--- config.mk ---
export PLATFORM = sky130hd
export DESIGN_NAME = rvfi_insn_monitor
export DESIGN_NICKNAME = d
export VERILOG_FILES = /design/src/logic/rvfi_check_pkg.sv /design/src/logic/rvfi_insn_monitor.sv /design/src/logic/spec_compare.sv /design/src/logic/insn_minmax_checker.sv /design/src/logic/insn_sext_checker.sv /design/src/logic/rvfi_retire_buffer.sv
export SDC_FILE = /design/constraint.sdc
export NUM_CORES = 1
export LEC_CHECK = 0
export ABC_AREA = 1
export BUFFER_PORTS_ARGS = -buffer_cell sky130_fd_sc_hd__buf_2
export CAP_MARGIN = 20
export CORE_MARGIN = 2
export CORE_UTILIZATION = 45
export CTS_CLUSTER_SIZE = 24
export DETAILED_ROUTE_END_ITERATION = 12
export PLACE_DENSITY = 0.66
export SLEW_MARGIN = 20
export SYNTH_ARGS = -nofsm -noshare
export SYNTH_HDL_FRONTEND = slang
export SYNTH_HIERARCHICAL = 1
export SYNTH_SLANG_ARGS = --single-unit
--- constraint.sdc ---
create_clock -name clock -period 24 [get_ports clock]
set_clock_uncertainty 0.15 [all_clocks]
set_input_delay 2.4 -clock clock [delete_from_list [all_inputs] [get_ports clock]]
set_output_delay 2.4 -clock clock [all_outputs]
set_load 0.01 [all_outputs]
--- src/logic/rvfi_check_pkg.sv ---
`default_nettype none

package rvfi_check_pkg;

    // Architectural widths of the monitored core.
    localparam int XLEN = 32;
    localparam int ILEN = 32;

    typedef logic [XLEN-1:0] xlen_t;
    typedef logic [ILEN-1:0] insn_t;
    typedef logic [4:0]      reg_addr_t;

    // One bit per reported field that can disagree with the specification.
    typedef logic [5:0]      field_mask_t;

    localparam int FLD_TRAP     = 0;
    localparam int FLD_RS1_ADDR = 1;
    localparam int FLD_RS2_ADDR = 2;
    localparam int FLD_RD_ADDR  = 3;
    localparam int FLD_RD_WDATA = 4;
    localparam int FLD_PC_WDATA = 5;

    // Unary Zbb encodings; funct12 and funct3 select the operation.
    localparam insn_t SEXT_MASK   = 32'hfff0707f;
    localparam insn_t SEXTB_MATCH = 32'h60401013;
    localparam insn_t SEXTH_MATCH = 32'h60501013;

    // Register-register Zbb min/max; funct7 and funct3 select the operation.
    localparam insn_t MINMAX_MASK = 32'hfe00707f;
    localparam insn_t MIN_MATCH   = 32'h0a004033;
    localparam insn_t MINU_MATCH  = 32'h0a005033;
    localparam insn_t MAX_MATCH   = 32'h0a006033;
    localparam insn_t MAXU_MATCH  = 32'h0a007033;

endpackage

`default_nettype wire
--- src/logic/rvfi_insn_monitor.sv ---
`timescale 1ns/1ps
`default_nettype none

// Retirement monitor. Packets pass the retire buffer, are checked by the
// sext and min/max checkers and end up as one registered verdict each.
module rvfi_insn_monitor import rvfi_check_pkg::*; (
    input  wire         clock,
    input  wire         rst,

    input  wire         in_valid,
    output logic        in_ready,
    input  insn_t       rvfi_insn,
    input  xlen_t       rvfi_pc_rdata,
    input  reg_addr_t   rvfi_rs1_addr,
    input  reg_addr_t   rvfi_rs2_addr,
    input  xlen_t       rvfi_rs1_rdata,
    input  xlen_t       rvfi_rs2_rdata,
    input  reg_addr_t   rvfi_rd_addr,
    input  xlen_t       rvfi_rd_wdata,
    input  xlen_t       rvfi_pc_wdata,
    input  wire         rvfi_trap,

    output logic        verdict_valid,
    input  wire         verdict_ready,
    output logic        verdict_checked,
    output field_mask_t verdict_fields,
    output xlen_t       verdict_pc
);

    logic      buf_valid;
    logic      buf_ready;
    insn_t     buf_insn;
    xlen_t     buf_pc_rdata;
    reg_addr_t buf_rs1_addr;
    reg_addr_t buf_rs2_addr;
    xlen_t     buf_rs1_rdata;
    xlen_t     buf_rs2_rdata;
    reg_addr_t buf_rd_addr;
    xlen_t     buf_rd_wdata;
    xlen_t     buf_pc_wdata;
    logic      buf_trap;

    logic      sext_spec_valid;
    logic      sext_spec_trap;
    reg_addr_t sext_spec_rs1_addr;
    reg_addr_t sext_spec_rs2_addr;
    reg_addr_t sext_spec_rd_addr;
    xlen_t     sext_spec_rd_wdata;
    xlen_t     sext_spec_pc_wdata;

    logic      minmax_spec_valid;
    logic      minmax_spec_trap;
    reg_addr_t minmax_spec_rs1_addr;
    reg_addr_t minmax_spec_rs2_addr;
    reg_addr_t minmax_spec_rd_addr;
    xlen_t     minmax_spec_rd_wdata;
    xlen_t     minmax_spec_pc_wdata;

    rvfi_retire_buffer u_buffer (
        .clock          (clock),
        .rst            (rst),
        .in_valid       (in_valid),
        .in_ready       (in_ready),
        .rvfi_insn      (rvfi_insn),
        .rvfi_pc_rdata  (rvfi_pc_rdata),
        .rvfi_rs1_addr  (rvfi_rs1_addr),
        .rvfi_rs2_addr  (rvfi_rs2_addr),
        .rvfi_rs1_rdata (rvfi_rs1_rdata),
        .rvfi_rs2_rdata (rvfi_rs2_rdata),
        .rvfi_rd_addr   (rvfi_rd_addr),
        .rvfi_rd_wdata  (rvfi_rd_wdata),
        .rvfi_pc_wdata  (rvfi_pc_wdata),
        .rvfi_trap      (rvfi_trap),
        .buf_valid      (buf_valid),
        .buf_ready      (buf_ready),
        .buf_insn       (buf_insn),
        .buf_pc_rdata   (buf_pc_rdata),
        .buf_rs1_addr   (buf_rs1_addr),
        .buf_rs2_addr   (buf_rs2_addr),
        .buf_rs1_rdata  (buf_rs1_rdata),
        .buf_rs2_rdata  (buf_rs2_rdata),
        .buf_rd_addr    (buf_rd_addr),
        .buf_rd_wdata   (buf_rd_wdata),
        .buf_pc_wdata   (buf_pc_wdata),
        .buf_trap       (buf_trap)
    );

    insn_sext_checker u_sext (
        .rvfi_valid     (buf_valid),
        .rvfi_insn      (buf_insn),
        .rvfi_pc_rdata  (buf_pc_rdata),
        .rvfi_rs1_rdata (buf_rs1_rdata),
        .spec_valid     (sext_spec_valid),
        .spec_trap      (sext_spec_trap),
        .spec_rs1_addr  (sext_spec_rs1_addr),
        .spec_rs2_addr  (sext_spec_rs2_addr),
        .spec_rd_addr   (sext_spec_rd_addr),
        .spec_rd_wdata  (sext_spec_rd_wdata),
        .spec_pc_wdata  (sext_spec_pc_wdata)
    );

    insn_minmax_checker u_minmax (
        .rvfi_valid     (buf_valid),
        .rvfi_insn      (buf_insn),
        .rvfi_pc_rdata  (buf_pc_rdata),
        .rvfi_rs1_rdata (buf_rs1_rdata),
        .rvfi_rs2_rdata (buf_rs2_rdata),
        .spec_valid     (minmax_spec_valid),
        .spec_trap      (minmax_spec_trap),
        .spec_rs1_addr  (minmax_spec_rs1_addr),
        .spec_rs2_addr  (minmax_spec_rs2_addr),
        .spec_rd_addr   (minmax_spec_rd_addr),
        .spec_rd_wdata  (minmax_spec_rd_wdata),
        .spec_pc_wdata  (minmax_spec_pc_wdata)
    );

    spec_compare u_compare (
        .clock                (clock),
        .rst                  (rst),
        .buf_valid            (buf_valid),
        .buf_ready            (buf_ready),
        .buf_pc_rdata         (buf_pc_rdata),
        .buf_rs1_addr         (buf_rs1_addr),
        .buf_rs2_addr         (buf_rs2_addr),
        .buf_rd_addr          (buf_rd_addr),
        .buf_rd_wdata         (buf_rd_wdata),
        .buf_pc_wdata         (buf_pc_wdata),
        .buf_trap             (buf_trap),
        .sext_spec_valid      (sext_spec_valid),
        .sext_spec_trap       (sext_spec_trap),
        .sext_spec_rs1_addr   (sext_spec_rs1_addr),
        .sext_spec_rs2_addr   (sext_spec_rs2_addr),
        .sext_spec_rd_addr    (sext_spec_rd_addr),
        .sext_spec_rd_wdata   (sext_spec_rd_wdata),
        .sext_spec_pc_wdata   (sext_spec_pc_wdata),
        .minmax_spec_valid    (minmax_spec_valid),
        .minmax_spec_trap     (minmax_spec_trap),
        .minmax_spec_rs1_addr (minmax_spec_rs1_addr),
        .minmax_spec_rs2_addr (minmax_spec_rs2_addr),
        .minmax_spec_rd_addr  (minmax_spec_rd_addr),
        .minmax_spec_rd_wdata (minmax_spec_rd_wdata),
        .minmax_spec_pc_wdata (minmax_spec_pc_wdata),
        .verdict_valid        (verdict_valid),
        .verdict_ready        (verdict_ready),
        .verdict_checked      (verdict_checked),
        .verdict_fields       (verdict_fields),
        .verdict_pc           (verdict_pc)
    );

endmodule

`default_nettype wire

--- src/logic/spec_compare.sv ---
`timescale 1ns/1ps
`default_nettype none

// Merges the checker results, compares them against the buffered report and
// holds one verdict per packet until the consumer takes it.
module spec_compare import rvfi_check_pkg::*; (
    input  wire         clock,
    input  wire         rst,

    input  wire         buf_valid,
    output logic        buf_ready,
    input  xlen_t       buf_pc_rdata,
    input  reg_addr_t   buf_rs1_addr,
    input  reg_addr_t   buf_rs2_addr,
    input  reg_addr_t   buf_rd_addr,
    input  xlen_t       buf_rd_wdata,
    input  xlen_t       buf_pc_wdata,
    input  wire         buf_trap,

    input  wire         sext_spec_valid,
    input  wire         sext_spec_trap,
    input  reg_addr_t   sext_spec_rs1_addr,
    input  reg_addr_t   sext_spec_rs2_addr,
    input  reg_addr_t   sext_spec_rd_addr,
    input  xlen_t       sext_spec_rd_wdata,
    input  xlen_t       sext_spec_pc_wdata,

    input  wire         minmax_spec_valid,
    input  wire         minmax_spec_trap,
    input  reg_addr_t   minmax_spec_rs1_addr,
    input  reg_addr_t   minmax_spec_rs2_addr,
    input  reg_addr_t   minmax_spec_rd_addr,
    input  xlen_t       minmax_spec_rd_wdata,
    input  xlen_t       minmax_spec_pc_wdata,

    output logic        verdict_valid,
    input  wire         verdict_ready,
    output logic        verdict_checked,
    output field_mask_t verdict_fields,
    output xlen_t       verdict_pc
);

    logic        checked;
    logic        spec_trap;
    reg_addr_t   spec_rs1_addr;
    reg_addr_t   spec_rs2_addr;
    reg_addr_t   spec_rd_addr;
    xlen_t       spec_rd_wdata;
    xlen_t       spec_pc_wdata;
    field_mask_t fields;

    assign checked = sext_spec_valid || minmax_spec_valid;

    // The decoders are disjoint, so the sext result wins only when it is valid.
    assign spec_trap     = sext_spec_valid ? sext_spec_trap     : minmax_spec_trap;
    assign spec_rs1_addr = sext_spec_valid ? sext_spec_rs1_addr : minmax_spec_rs1_addr;
    assign spec_rs2_addr = sext_spec_valid ? sext_spec_rs2_addr : minmax_spec_rs2_addr;
    assign spec_rd_addr  = sext_spec_valid ? sext_spec_rd_addr  : minmax_spec_rd_addr;
    assign spec_rd_wdata = sext_spec_valid ? sext_spec_rd_wdata : minmax_spec_rd_wdata;
    assign spec_pc_wdata = sext_spec_valid ? sext_spec_pc_wdata : minmax_spec_pc_wdata;

    always_comb begin
        fields = '0;
        if (checked) begin
            fields[FLD_TRAP]     = spec_trap != buf_trap;
            fields[FLD_RS1_ADDR] = spec_rs1_addr != buf_rs1_addr;
            fields[FLD_RS2_ADDR] = spec_rs2_addr != buf_rs2_addr;
            fields[FLD_RD_ADDR]  = spec_rd_addr != buf_rd_addr;
            fields[FLD_RD_WDATA] = spec_rd_wdata != buf_rd_wdata;
            fields[FLD_PC_WDATA] = spec_pc_wdata != buf_pc_wdata;
        end
    end

    assign buf_ready = !verdict_valid || verdict_ready;

    always_ff @(posedge clock) begin
        if (rst) begin
            verdict_valid <= 1'b0;
        end else if (buf_ready) begin
            verdict_valid <= buf_valid;
        end
    end

    always_ff @(posedge clock) begin
        if (buf_valid && buf_ready) begin
            verdict_checked <= checked;
            verdict_fields  <= fields;
            verdict_pc      <= buf_pc_rdata;
        end
    end

    // Overlapping encodings in the two checkers would make the merge ambiguous.
    a_one_spec: assert property (@(posedge clock) disable iff (rst)
        !(sext_spec_valid && minmax_spec_valid))
        else $error("both checkers claimed the same instruction");

    a_verdict_hold: assert property (@(posedge clock) disable iff (rst)
        verdict_valid && !verdict_ready |=> verdict_valid
            && $stable(verdict_checked) && $stable(verdict_fields)
            && $stable(verdict_pc))
        else $error("verdict changed while the consumer was stalled");

endmodule

`default_nettype wire

--- src/logic/insn_minmax_checker.sv ---
`timescale 1ns/1ps
`default_nettype none

// Specification of the Zbb min, minu, max and maxu instructions.
module insn_minmax_checker import rvfi_check_pkg::*; (
    input  wire         rvfi_valid,
    input  insn_t       rvfi_insn,
    input  xlen_t       rvfi_pc_rdata,
    input  xlen_t       rvfi_rs1_rdata,
    input  xlen_t       rvfi_rs2_rdata,

    output logic        spec_valid,
    output logic        spec_trap,
    output reg_addr_t   spec_rs1_addr,
    output reg_addr_t   spec_rs2_addr,
    output reg_addr_t   spec_rd_addr,
    output xlen_t       spec_rd_wdata,
    output xlen_t       spec_pc_wdata
);

    logic  dec_min;
    logic  dec_minu;
    logic  dec_max;
    logic  dec_maxu;
    logic  lt_signed;
    logic  lt_unsigned;
    xlen_t result;

    assign dec_min  = rvfi_valid && ((rvfi_insn & MINMAX_MASK) == MIN_MATCH);
    assign dec_minu = rvfi_valid && ((rvfi_insn & MINMAX_MASK) == MINU_MATCH);
    assign dec_max  = rvfi_valid && ((rvfi_insn & MINMAX_MASK) == MAX_MATCH);
    assign dec_maxu = rvfi_valid && ((rvfi_insn & MINMAX_MASK) == MAXU_MATCH);

    assign spec_valid = dec_min || dec_minu || dec_max || dec_maxu;

    // The two orderings differ only when the operand sign bits differ.
    assign lt_signed   = $signed(rvfi_rs1_rdata) < $signed(rvfi_rs2_rdata);
    assign lt_unsigned = rvfi_rs1_rdata < rvfi_rs2_rdata;

    always_comb begin
        result = '0;
        if (dec_min) begin
            result = lt_signed ? rvfi_rs1_rdata : rvfi_rs2_rdata;
        end else if (dec_minu) begin
            result = lt_unsigned ? rvfi_rs1_rdata : rvfi_rs2_rdata;
        end else if (dec_max) begin
            result = lt_signed ? rvfi_rs2_rdata : rvfi_rs1_rdata;
        end else if (dec_maxu) begin
            result = lt_unsigned ? rvfi_rs2_rdata : rvfi_rs1_rdata;
        end
    end

    // Plain ALU operations, so no trap is possible.
    assign spec_trap = 1'b0;

    assign spec_rs1_addr = rvfi_insn[19:15];
    assign spec_rs2_addr = rvfi_insn[24:20];
    assign spec_rd_addr  = rvfi_insn[11:7];

    // Writes to x0 are reported as zero.
    assign spec_rd_wdata = (spec_rd_addr != '0) ? result : '0;
    assign spec_pc_wdata = rvfi_pc_rdata + 32'd4;

endmodule

`default_nettype wire

--- src/logic/insn_sext_checker.sv ---
`timescale 1ns/1ps
`default_nettype none

// Specification of the Zbb sext.b and sext.h instructions.
module insn_sext_checker import rvfi_check_pkg::*; (
    input  wire         rvfi_valid,
    input  insn_t       rvfi_insn,
    input  xlen_t       rvfi_pc_rdata,
    input  xlen_t       rvfi_rs1_rdata,

    output logic        spec_valid,
    output logic        spec_trap,
    output reg_addr_t   spec_rs1_addr,
    output reg_addr_t   spec_rs2_addr,
    output reg_addr_t   spec_rd_addr,
    output xlen_t       spec_rd_wdata,
    output xlen_t       spec_pc_wdata
);

    logic  dec_sextb;
    logic  dec_sexth;
    xlen_t result_sextb;
    xlen_t result_sexth;
    xlen_t result;

    assign dec_sextb = rvfi_valid && ((rvfi_insn & SEXT_MASK) == SEXTB_MATCH);
    assign dec_sexth = rvfi_valid && ((rvfi_insn & SEXT_MASK) == SEXTH_MATCH);

    assign spec_valid = dec_sextb || dec_sexth;

    assign result_sextb = {{24{rvfi_rs1_rdata[7]}}, rvfi_rs1_rdata[7:0]};
    assign result_sexth = {{16{rvfi_rs1_rdata[15]}}, rvfi_rs1_rdata[15:0]};

    // At most one decode line is high, so an AND-OR select is enough.
    assign result = ({XLEN{dec_sextb}} & result_sextb)
                  | ({XLEN{dec_sexth}} & result_sexth);

    // Neither instruction can raise an exception.
    assign spec_trap = 1'b0;

    assign spec_rs1_addr = rvfi_insn[19:15];
    assign spec_rs2_addr = '0;
    assign spec_rd_addr  = rvfi_insn[11:7];

    // Writes to x0 are reported as zero.
    assign spec_rd_wdata = (spec_rd_addr != '0) ? result : '0;
    assign spec_pc_wdata = rvfi_pc_rdata + 32'd4;

endmodule

`default_nettype wire

--- src/logic/rvfi_retire_buffer.sv ---
`timescale 1ns/1ps
`default_nettype none

// One-entry register stage in front of the checkers. A new packet is taken
// when the stage is empty or its current packet drains in the same cycle.
module rvfi_retire_buffer import rvfi_check_pkg::*; (
    input  wire         clock,
    input  wire         rst,

    input  wire         in_valid,
    output logic        in_ready,
    input  insn_t       rvfi_insn,
    input  xlen_t       rvfi_pc_rdata,
    input  reg_addr_t   rvfi_rs1_addr,
    input  reg_addr_t   rvfi_rs2_addr,
    input  xlen_t       rvfi_rs1_rdata,
    input  xlen_t       rvfi_rs2_rdata,
    input  reg_addr_t   rvfi_rd_addr,
    input  xlen_t       rvfi_rd_wdata,
    input  xlen_t       rvfi_pc_wdata,
    input  wire         rvfi_trap,

    output logic        buf_valid,
    input  wire         buf_ready,
    output insn_t       buf_insn,
    output xlen_t       buf_pc_rdata,
    output reg_addr_t   buf_rs1_addr,
    output reg_addr_t   buf_rs2_addr,
    output xlen_t       buf_rs1_rdata,
    output xlen_t       buf_rs2_rdata,
    output reg_addr_t   buf_rd_addr,
    output xlen_t       buf_rd_wdata,
    output xlen_t       buf_pc_wdata,
    output logic        buf_trap
);

    assign in_ready = !buf_valid || buf_ready;

    always_ff @(posedge clock) begin
        if (rst) begin
            buf_valid <= 1'b0;
        end else if (in_ready) begin
            buf_valid <= in_valid;
        end
    end

    // The packet itself only moves on an accepted transfer.
    always_ff @(posedge clock) begin
        if (in_valid && in_ready) begin
            buf_insn      <= rvfi_insn;
            buf_pc_rdata  <= rvfi_pc_rdata;
            buf_rs1_addr  <= rvfi_rs1_addr;
            buf_rs2_addr  <= rvfi_rs2_addr;
            buf_rs1_rdata <= rvfi_rs1_rdata;
            buf_rs2_rdata <= rvfi_rs2_rdata;
            buf_rd_addr   <= rvfi_rd_addr;
            buf_rd_wdata  <= rvfi_rd_wdata;
            buf_pc_wdata  <= rvfi_pc_wdata;
            buf_trap      <= rvfi_trap;
        end
    end

    // A stalled packet must reach the compare stage unchanged.
    a_hold_stable: assert property (@(posedge clock) disable iff (rst)
        buf_valid && !buf_ready |=> buf_valid && $stable(buf_insn)
            && $stable(buf_pc_rdata) && $stable(buf_rs1_addr)
            && $stable(buf_rs2_addr) && $stable(buf_rs1_rdata)
            && $stable(buf_rs2_rdata) && $stable(buf_rd_addr)
            && $stable(buf_rd_wdata) && $stable(buf_pc_wdata)
            && $stable(buf_trap))
        else $error("retire buffer changed a stalled packet");

endmodule

`default_nettype wire

# [Yosys cells after proc, flatten, opt, wreduce, memory -nomap -nowiden]
# Cells that the tools add are included.
[totals] ff_bits=249 latchBits=0 ramBits=0 rom_bits=0 out_inout_bits=41 n_memories=0
[op_classes] addsub=1 multipliers=0 div=0 order_cmp=2 n_eq_ne=11 shift=0 n_mux=12 bitwise=3 n_reduce_logical=18
[op_table] cell="$mux 32" count=11
[op_table] cell="$eq 17x13->1 const B" count=4
[op_table] cell="$and 32x32->32" count=2
[op_table] cell="$lt 32x32->1" count=2
[op_table] cell="$ne 32x32->1" count=2
[op_table] cell="$eq 22x21->1 const B" count=2
[op_table] cell="$add 32x3->32 const B" count=1
[op_table] cell="$or 32x32->32" count=1
[op_table] cell="$ne 5x5->1" count=3
[op_table] cell="$logic_and 1x1->1" count=8
[op_table] cell="$logic_or 1x1->1" count=7
[op_table] cell="$mux 5" count=1
[op_table] cell="$reduce_bool 5->1" count=1
[op_table] cell="$logic_not 1->1" count=2

# [Logic depth before layout (Yosys ltp)]
# Gate-level depths: netlist of run 1.
[logic_depth] ltp_word=9 depth_mapped=30 ltp_nobuf=29

# [Hierarchy]
# Netlist of run 1, hierarchy kept.
[by_module_without_submodules] module="rvfi_retire_buffer" n_inst=1 cells_per_inst=214 area_per_inst_um2=6293.5
[by_module_without_submodules] module="insn_minmax_checker" n_inst=1 cells_per_inst=836 area_per_inst_um2=4142.7
[by_module_without_submodules] module="spec_compare" n_inst=1 cells_per_inst=670 area_per_inst_um2=3829.9
[by_module_without_submodules] module="insn_sext_checker" n_inst=1 cells_per_inst=278 area_per_inst_um2=1463.9

# [Worst setup path before layout of run 1]
# No wires, ideal clock.
[synth_path] path_type="input -> register" startpoint="input verdict_ready" endpoint="register u_buffer.buf_insn[0] (enable)" setup_ns=0.845 arrival_time_ns=12.493 required_ns=23.005 slack_ns=10.512 stages=4 n_path_buf=0 path_cell_list="inv_1 > nand2_1 > inv_2 > a21oi_1"
[synth_via] elab_chain_len=3
[synth_rtl] item="from (decl)" line="rvfi_insn_monitor.sv:24" rtl="input wire verdict_ready,"
[synth_rtl] item="$logic_or 1x1->1" line="spec_compare.sv:74" rtl="assign buf_ready = !verdict_valid || verdict_ready;"
[synth_rtl] item="named net buf_ready" line="rvfi_insn_monitor.sv:31" rtl="logic buf_ready;"
[synth_rtl] item="$logic_or 1x1->1" line="rvfi_retire_buffer.sv:37" rtl="assign in_ready = !buf_valid || buf_ready;"
[synth_rtl] item="$logic_and 1x1->1" line="rvfi_retire_buffer.sv:49" rtl="if (in_valid && in_ready) begin"
[synth_rtl] item="to (signal assigned)" line="rvfi_retire_buffer.sv:50" rtl="buf_insn <= rvfi_insn;"
[synth_rtl] item="to (decl)" line="rvfi_retire_buffer.sv:25" rtl="output insn_t buf_insn,"
# The timed path passes the listed nets, and every way through them passes these cells.
# A chain may end at the register's enable or synchronous reset.

# [Worst setup path after layout of run 1]
[layout_path] startpoint="register u_buffer.buf_rs1_rdata[15]" endpoint="register u_compare.verdict_fields[4] (data pin)"
[layout_via] elab_chain_len=9 word_cells_on_any_way=16
[layout_rtl] item="from (decl)" line="rvfi_retire_buffer.sv:29" rtl="output xlen_t buf_rs1_rdata,"
[layout_rtl] item="from (signal assigned)" line="rvfi_retire_buffer.sv:54" rtl="buf_rs1_rdata <= rvfi_rs1_rdata;"
[layout_rtl] item="$lt 32x32->1" line="insn_minmax_checker.sv:38" rtl="assign lt_unsigned = rvfi_rs1_rdata < rvfi_rs2_rdata;"
[layout_rtl] item="$mux 32" line="insn_minmax_checker.sv:49" rtl="result = lt_unsigned ? rvfi_rs2_rdata : rvfi_rs1_rdata;"
[layout_rtl] item="$mux 32" line="insn_minmax_checker.sv:48" rtl="end else if (dec_maxu) begin"
[layout_rtl] item="$mux 32" line="insn_minmax_checker.sv:46" rtl="end else if (dec_max) begin"
[layout_rtl] item="$mux 32" line="insn_minmax_checker.sv:44" rtl="end else if (dec_minu) begin"
[layout_rtl] item="$mux 32 (*)" line="insn_minmax_checker.sv:42" rtl="if (dec_min) begin"
[layout_rtl] item="$mux 32 (*)" line="insn_minmax_checker.sv:61" rtl="assign spec_rd_wdata = (spec_rd_addr != '0) ? result : '0;"
[layout_rtl] item="named net minmax_spec_rd_wdata[22]" line="rvfi_insn_monitor.sv:56" rtl="xlen_t minmax_spec_rd_wdata;"
[layout_rtl] item="$mux 32 (*)" line="spec_compare.sv:59" rtl="assign spec_rd_wdata = sext_spec_valid ? sext_spec_rd_wdata : minmax_spec_rd_wdata;"
[layout_rtl] item="$ne 32x32->1 (*)" line="spec_compare.sv:69" rtl="fields[FLD_RD_WDATA] = spec_rd_wdata != buf_rd_wdata;"
[layout_rtl] item="to (signal assigned)" line="spec_compare.sv:87" rtl="verdict_fields <= fields;"
[layout_rtl] item="to (decl)" line="spec_compare.sv:39" rtl="output field_mask_t verdict_fields,"
# The timed path passes the listed nets; every way through them passes the cells marked *.

==> results of run 1 <==
==> flip-flops by register name, indices dropped and copies added (netlist names), 5 cells and up <==
signal	count
u_buffer/buf_rs2_rdata	32
u_buffer/buf_insn	32
u_compare/verdict_pc	32
u_buffer/buf_rs1_addr	5
u_buffer/buf_rd_addr	5
u_buffer/buf_rd_wdata	32
u_buffer/buf_pc_wdata	32
u_buffer/buf_rs2_addr	5
u_buffer/buf_pc_rdata	32
u_compare/verdict_fields	6
u_buffer/buf_rs1_rdata	32
==> cell usage after synthesis, types with 5 or more instances <==
master / count
nand3_1: 237
o21ai_0: 5
nand3b_1: 25
nor2_1: 143
o211ai_1: 32
edfxtp_1: 247
buf_4: 60
a21oi_1: 58
buf_2: 27
nand2_1: 737
nor2_2: 8
nand4_1: 5
inv_1: 215
nand2_2: 6
ha_1: 33
nor3_2: 5
inv_2: 8
xor2_1: 39
nor3_1: 23
clkbuf_1: 29
xnor2_1: 19
==> cell families (layout without fill, tap and decap cells) <==
logic type	count (synthesis)	count (layout)	synth area share (%)
AOI/OAI and AO/OA	105	105	4.06
xor gates and xnor gates	58	58	3.23
adders and majority gates	33	33	2.62
buffers and inverters	342	539	9.86
DFF	249	249	47.4
muxes	1	1	0.0636
other	2	12	0.0477
and+or+nand+nor	1208	1208	32.7
==> worst paths after layout <==
| check | end | from | depth (start not counted) | slack [ps] |
|---|---|---|---|---|
| setup reg to reg | u_compare/verdict_fields[4]$_SDFFCE_PN0P_ | u_buffer/buf_rs1_rdata[15]$_DFFE_PP_ | 25 | 18210 |
| hold / removal | u_compare/verdict_pc[0]$_DFFE_PP_ | u_buffer/buf_pc_rdata[0]$_DFFE_PP_ | 0 | 350 |
| hold reg to reg | u_compare/verdict_pc[0]$_DFFE_PP_ | u_buffer/buf_pc_rdata[0]$_DFFE_PP_ | 0 | 350 |
| setup / recovery | u_compare/verdict_fields[4]$_SDFFCE_PN0P_ | u_buffer/buf_rs1_rdata[15]$_DFFE_PP_ | 25 | 18210 |
==> final cells by class <==
class | count | area (µm²)
clock buffers | 32 | 694
diodes | 5 | 12.5
inverters | 224 | 842
multi-input cells | 1412 | 6790
well taps | 455 | 569
clock inverters | 17 | 169
repair buffers | 266 | 1370
flip-flops and latches | 249 | 7460
fillers | 3267 | 16600
==> metal layers <==
layer | global-route usage, % | vias up | part of all wire, %
met5 | 0 | - | 0.19
li1 | - | 6818 | -
met3 | 5.47 | 99 | 8.8
met4 | 7.66 | 12 | 3.1
met1 | 32.5 | 6236 | 44
met2 | 35.8 | 523 | 43
==> through the flow <==
step	instance area [µm²]	hold WS, ps	utilization (%)	power, µW
2_1_floorplan	15700	303	-	628
3_3_place_gp	17000	320	49.4	663
3_5_place_dp	17000	337	49.4	667
4_1_cts	17900	351	51.9	1080
5_1_grt	17900	366	51.9	1120
6_report	17900	348	51.9	1070
==> placed cells by master (no fill, tap or decap), drive strengths merged, types with 7 or more instances in the layout <==
cell type  synthesis  routed
inv              223     226
nand3            241     241
o211ai            32      32
a21oi             60      60
conb               2       7
o21ai              7       7
edfxtp           247     247
ha                33      33
nand3b            25      25
nor2             154     154
nand2            746     746
buf               89     266
nor3              29      29
xor2              39      39
clkbuf            29      32
clkinv             1      11
xnor2             19      19
==> power groups by stage <==
stage          clock network [µW]  registers, µW  logic (µW)
2_1_floorplan                   0            539        89.1
3_3_place_gp                    0            538         125
3_5_place_dp                    0            538         128
4_1_cts                       419            530         129
5_1_grt                       436            533         147
6_report                      407            530         130
==> flow_summary.json, run 1 <==
{
  "powerDensity_nw_per_um2": 59.6,
  "synth_area_um2": 15700,
  "crit_top_cell": "nand2_1",
  "arrival_ps": 5900,
  "cp_max_fo": 100,
  "grt_setup_unrepaired": "no",
  "worstPathRequired_ps": 24110,
  "slowest_stage": "nand2_4",
  "syn_inst": 1998,
  "crit_path_max_incr_delay_ps": 930,
  "cts.sink_count": 249,
  "drt_first_iter_violations": 1094,
  "clk_latency_ps": 550,
  "nNetsFinal": 2425,
  "end_kind": "flop",
  "firstDrtPassIters": 6,
  "maxCapViolCount": 0,
  "cp_num_buf_inv": 2,
  "yosys.area.top_type": "edfxtp_1",
  "setup_ws_ps": 18210,
  "drive_above_1_share_pct": 16.2,
  "p_clk_share_pct": 38.2,
  "io_pins": 253,
  "slew_viol_final": 0,
  "startpoint_type": "flop",
  "numCtsBuffers": 27,
  "final_antenna_net_count": 0,
  "tritoncts": "done",
  "fin_crit_sh_pct": 24.1,
  "path_clk_slew_ps": 60,
  "fp.dieW_um": 191,
  "pre_cts_slack_ps": 18200,
  "die_h_um": 191,
  "ys_types": 42,
  "fin_setup_tns_ps": 0,
  "io_buffers": 252,
  "intPower_uw": 793,
  "core_area_um2": 34500,
  "ys_async_sr_fraction_pct": 0,
  "worst_pin_slew_ps": 974,
  "rows": 68,
  "period_needed_ps": 5790,
  "setup-violations-final": 0,
  "place_inst": 2606,
  "clock_path_buffers": 3,
  "fp.dieArea_um2": 36500,
  "power.switching_uw": 273,
  "area_delta_synth_final_pct": 13.8,
  "yosysWarnings": 6,
  "dp_hpwl_um": 30200,
  "initial_utilization_pct": 45.6,
  "gp_congestion": 0.915,
  "seqPwrFrac_pct": 49.7,
  "postCtsHoldBufs": 0,
  "ctsResizeCount": 0,
  "overflow": 0,
  "stdcell_count": 2660,
  "yosys.area.top_type_share_pct": 47.2,
  "grt_pass1_wl_um": 66700,
  "status": "complete, no violations",
  "hold_class": "flop to flop",
  "avgSynthCellArea_um2": 7.87,
  "crit_family": "simple AND/OR/NAND/NOR gates",
  "critPathKind": "flop to flop",
  "fmax_ghz": 0.173,
  "hold_viol_final": 0,
  "grt_usage_pct": 23.3,
  "grt_max_degree": 101,
  "grt_pass1_vias": 12827,
  "ys_ff_latch": 249,
  "synthTopCellsByArea": "edfxtp_1 47%, nand2_1 18%, nand3_1 7.5%, inv_1 5.1%, nor2_1 3.4%",
  "seq_area_frac_synth_pct": 47.4,
  "drcViolationCount": 0,
  "ir_drop_mv": 0.0573,
  "swShare_pct": 25.6,
  "vias_per_cell": 5.15,
  "wl_per_cell_um": 16.0,
  "p_leak_uw": 0.00839,
  "htreeDepth": 1,
  "wl_um": 42600,
  "vias": 13688,
  "post-cts-setup-buffer-count": 0,
  "synth_edf_count": 247,
  "slew_headroom_pct": 35.1,
  "synth_ff_type": "edfxtp_1",
  "antenna_found_initial": 11,
  "power_frac_comb_pct": 12.2,
  "clk_root_buffer_cell": "clkbuf_16"
}
(Power assumes the default switching activity.)
==> run 2, diff against run 1 <==
ABC_AREA = 0   (was 1)
PLACE_DENSITY = 0.67   (was 0.66)
clock period = 5.9 ns   (was 24 ns; I/O delays follow)
==> flow_summary.json, run 2 <==
{
  "worst_pin_slew_ps": 1080,
  "fmax_ghz": 0.226,
  "stdcell_count": 1587,
  "firstDrtPassIters": 7,
  "post-cts-setup-buffer-count": 0,
  "vias_per_cell": 5.24,
  "die_h_um": 173,
  "fin_setup_tns_ps": 0,
  "nNetsFinal": 1429,
  "place_inst": 1531,
  "cts.sink_count": 249,
  "ys_types": 60,
  "gp_congestion": 0.878,
  "end_kind": "flop",
  "fp.dieW_um": 173,
  "final_cell_mix": "252 x buf_2, 247 x edfxtp_1, 95 x xor2_1",
  "rows": 61,
  "clk_root_buffer_cell": "clkbuf_16",
  "grt_pass1_vias": 8298,
  "grt_setup_unrepaired": "no",
  "period_needed_ps": 4430,
  "tritoncts": "done",
  "overflow": 0,
  "numCtsBuffers": 28,
  "io_buffers": 252,
  "post-route-util_pct": 54.0,
  "ys_async_sr_fraction_pct": 0,
  "io_pins": 253,
  "final_common_cell": "buf_2",
  "ir_drop_mv": 0.232,
  "p_leak_uw": 0.00558,
  "grt_pass1_wl_um": 46900,
  "initial_utilization_pct": 46.0,
  "fp.dieArea_um2": 29900,
  "dp_hpwl_um": 21700,
  "slew_headroom_pct": 28.0,
  "syn_inst": 969,
  "drcViolationCount": 0,
  "ys_ff_latch": 249,
  "reg2reg_to": "u_compare/verdict_fields[4]$_SDFFCE_PN0P_",
  "r2r_start": "u_buffer/buf_rs1_rdata[27]$_DFFE_PP_",
  "synth_ff_type": "edfxtp_1",
  "htreeDepth": 1,
  "reg2regPathDepth": 14,
  "yosysWarnings": 6,
  "place_area_um2": 14100,
  "hold_viol_final": 0,
  "wl_um": 30200,
  "path_clk_slew_ps": 60,
  "status": "complete, no violations",
  "slew_viol_final": 0,
  "grt_usage_pct": 20.0,
  "avgSynthCellArea_um2": 13.3,
  "clk_latency_ps": 550,
  "critPathKind": "flop to flop",
  "synth_area_um2": 12900,
  "reg2reg_slack_ps": 1470,
  "crit_start": "u_buffer/buf_rs1_rdata[27]$_DFFE_PP_",
  "startpoint_type": "flop",
  "hold_ws_ps": 55.7,
  "post-route-cell-area_um2": 15100,
  "wl_per_cell_um": 19.0,
  "worstPathRequired_ps": 6020,
  "clock_path_buffers": 3,
  "yosys.area.top_type": "edfxtp_1",
  "yosys.area.top_type_share_pct": 57.7,
  "setup-violations-final": 0,
  "antenna_found_initial": 10,
  "postCtsHoldBufs": 0,
  "ys_top_cells_by_count": "247 x edfxtp_1, 95 x xor2_1, 79 x mux2i_1, 62 x nand3_1, 54 x buf_4",
  "synth_most_common_cell": "edfxtp_1",
  "cp_max_fo": 25,
  "ctsResizeCount": 0,
  "synth_edf_count": 247,
  "core_area_um2": 27900,
  "critical_path.endpoint": "u_compare/verdict_fields[4]$_SDFFCE_PN0P_",
  "maxCapViolCount": 0,
  "grt_max_degree": 90,
  "hold_class": "input pin to flop",
  "synthTopCellsByArea": "edfxtp_1 58%, xor2_1 6.5%, mux2i_1 6.2%, ha_1 3.2%, buf_4 3.2%",
  "vias": 8312,
  "drt_first_iter_violations": 699,
  "powerDensity_nw_per_um2": 285,
  "final_antenna_net_count": 0,
  "drive_above_1_share_pct": 31.0,
  "area_delta_synth_final_pct": 17.3,
  "fin_crit_sh_pct": 75.1,
  "seq_area_frac_synth_pct": 58.0,
  "arrival_ps": 4550
}
==> run 2: cell count changes after synthesis, sizes merged, moves of 32 or more <==
| cell | change |
|---|---|
| nand3 | -179 |
| nor2 | -137 |
| mux2i | +78 |
| inv | -184 |
| o21ai | +32 |
| xor2 | +56 |
| nand2 | -703 |
==> run 2: where the power goes <==
group	switching [µW]	internal, µW	total (µW)
Clock	715	1090	1800
Combinational	202	157	359
Sequential	78.5	2070	2140
==> run 2: metal layers <==
layer,global-route usage (%),wire [µm]
met1,28.8,13500
met2,29.4,12900
met3,5.87,2760
met4,5.72,888
met5,0,56
==> run 2: final cells by class <==
class                      instances  area, µm²
antenna                            4       10.0
multi-input combinational        605       4670
fill                            2406      12900
sequential                       249       7460
tap                              378        473
inverter                          39        146
clock inverter                    22        254
clock buffer                      29        704
timing repair buffer             261       1370
==> run 2: cell families (layout without fill, tap and decap cells) <==
logic type | Yosys count | in the layout | share of synthesized area [%]
XOR/XNOR | 140 | 140 | 9.54
adder cells (fa/ha/maj) | 33 | 33 | 3.21
flip-flops | 249 | 249 | 58.0
other | 2 | 11 | 0.0584
AO/OA/AOI/OAI | 112 | 112 | 6.02
buffers and inverters | 120 | 351 | 6.03
AND/OR/NAND/NOR | 233 | 233 | 10.9
multiplexers | 80 | 80 | 6.24
==> run 2: worst min path at each step <==
stage / startpoint / to / depth (start not counted)
finish: rst / u_buffer/buf_valid$_SDFFE_PP0P_ / 2
global route: rvfi_pc_wdata[26] / u_buffer/buf_pc_wdata[26]$_DFFE_PP_ / 1
CTS: rst / u_buffer/buf_valid$_SDFFE_PP0P_ / 2
detailed placement: u_buffer/buf_pc_rdata[0]$_DFFE_PP_ / u_compare/verdict_pc[0]$_DFFE_PP_ / 0
global placement: u_buffer/buf_pc_rdata[0]$_DFFE_PP_ / u_compare/verdict_pc[0]$_DFFE_PP_ / 0
floorplan: u_buffer/buf_pc_rdata[0]$_DFFE_PP_ / u_compare/verdict_pc[0]$_DFFE_PP_ / 0
==> run 2: per-stage QoR <==
step / total power, µW / setup WS (ps)
2_1_floorplan: 2390 / 2600
4_1_cts: 4340 / 1480
3_3_place_gp: 2530 / 1620
3_5_place_dp: 2540 / 1490
5_1_grt: 4460 / 1160
6_report: 4300 / 1470
==> run 2: worst max-delay path, stage by stage, from the launching register on <==
cell	delay [ps]
edfxtp_1	400
ha_1	350
nand4_1	230
nor2_1	70
a221oi_1	410
and4_1	250
a21boi_4	840
buf_4	310
o21ai_2	60
a21oi_1	200
mux2i_1	110
xor2_1	210
nand4_1	110
nor4_1	310
a21oi_1	100
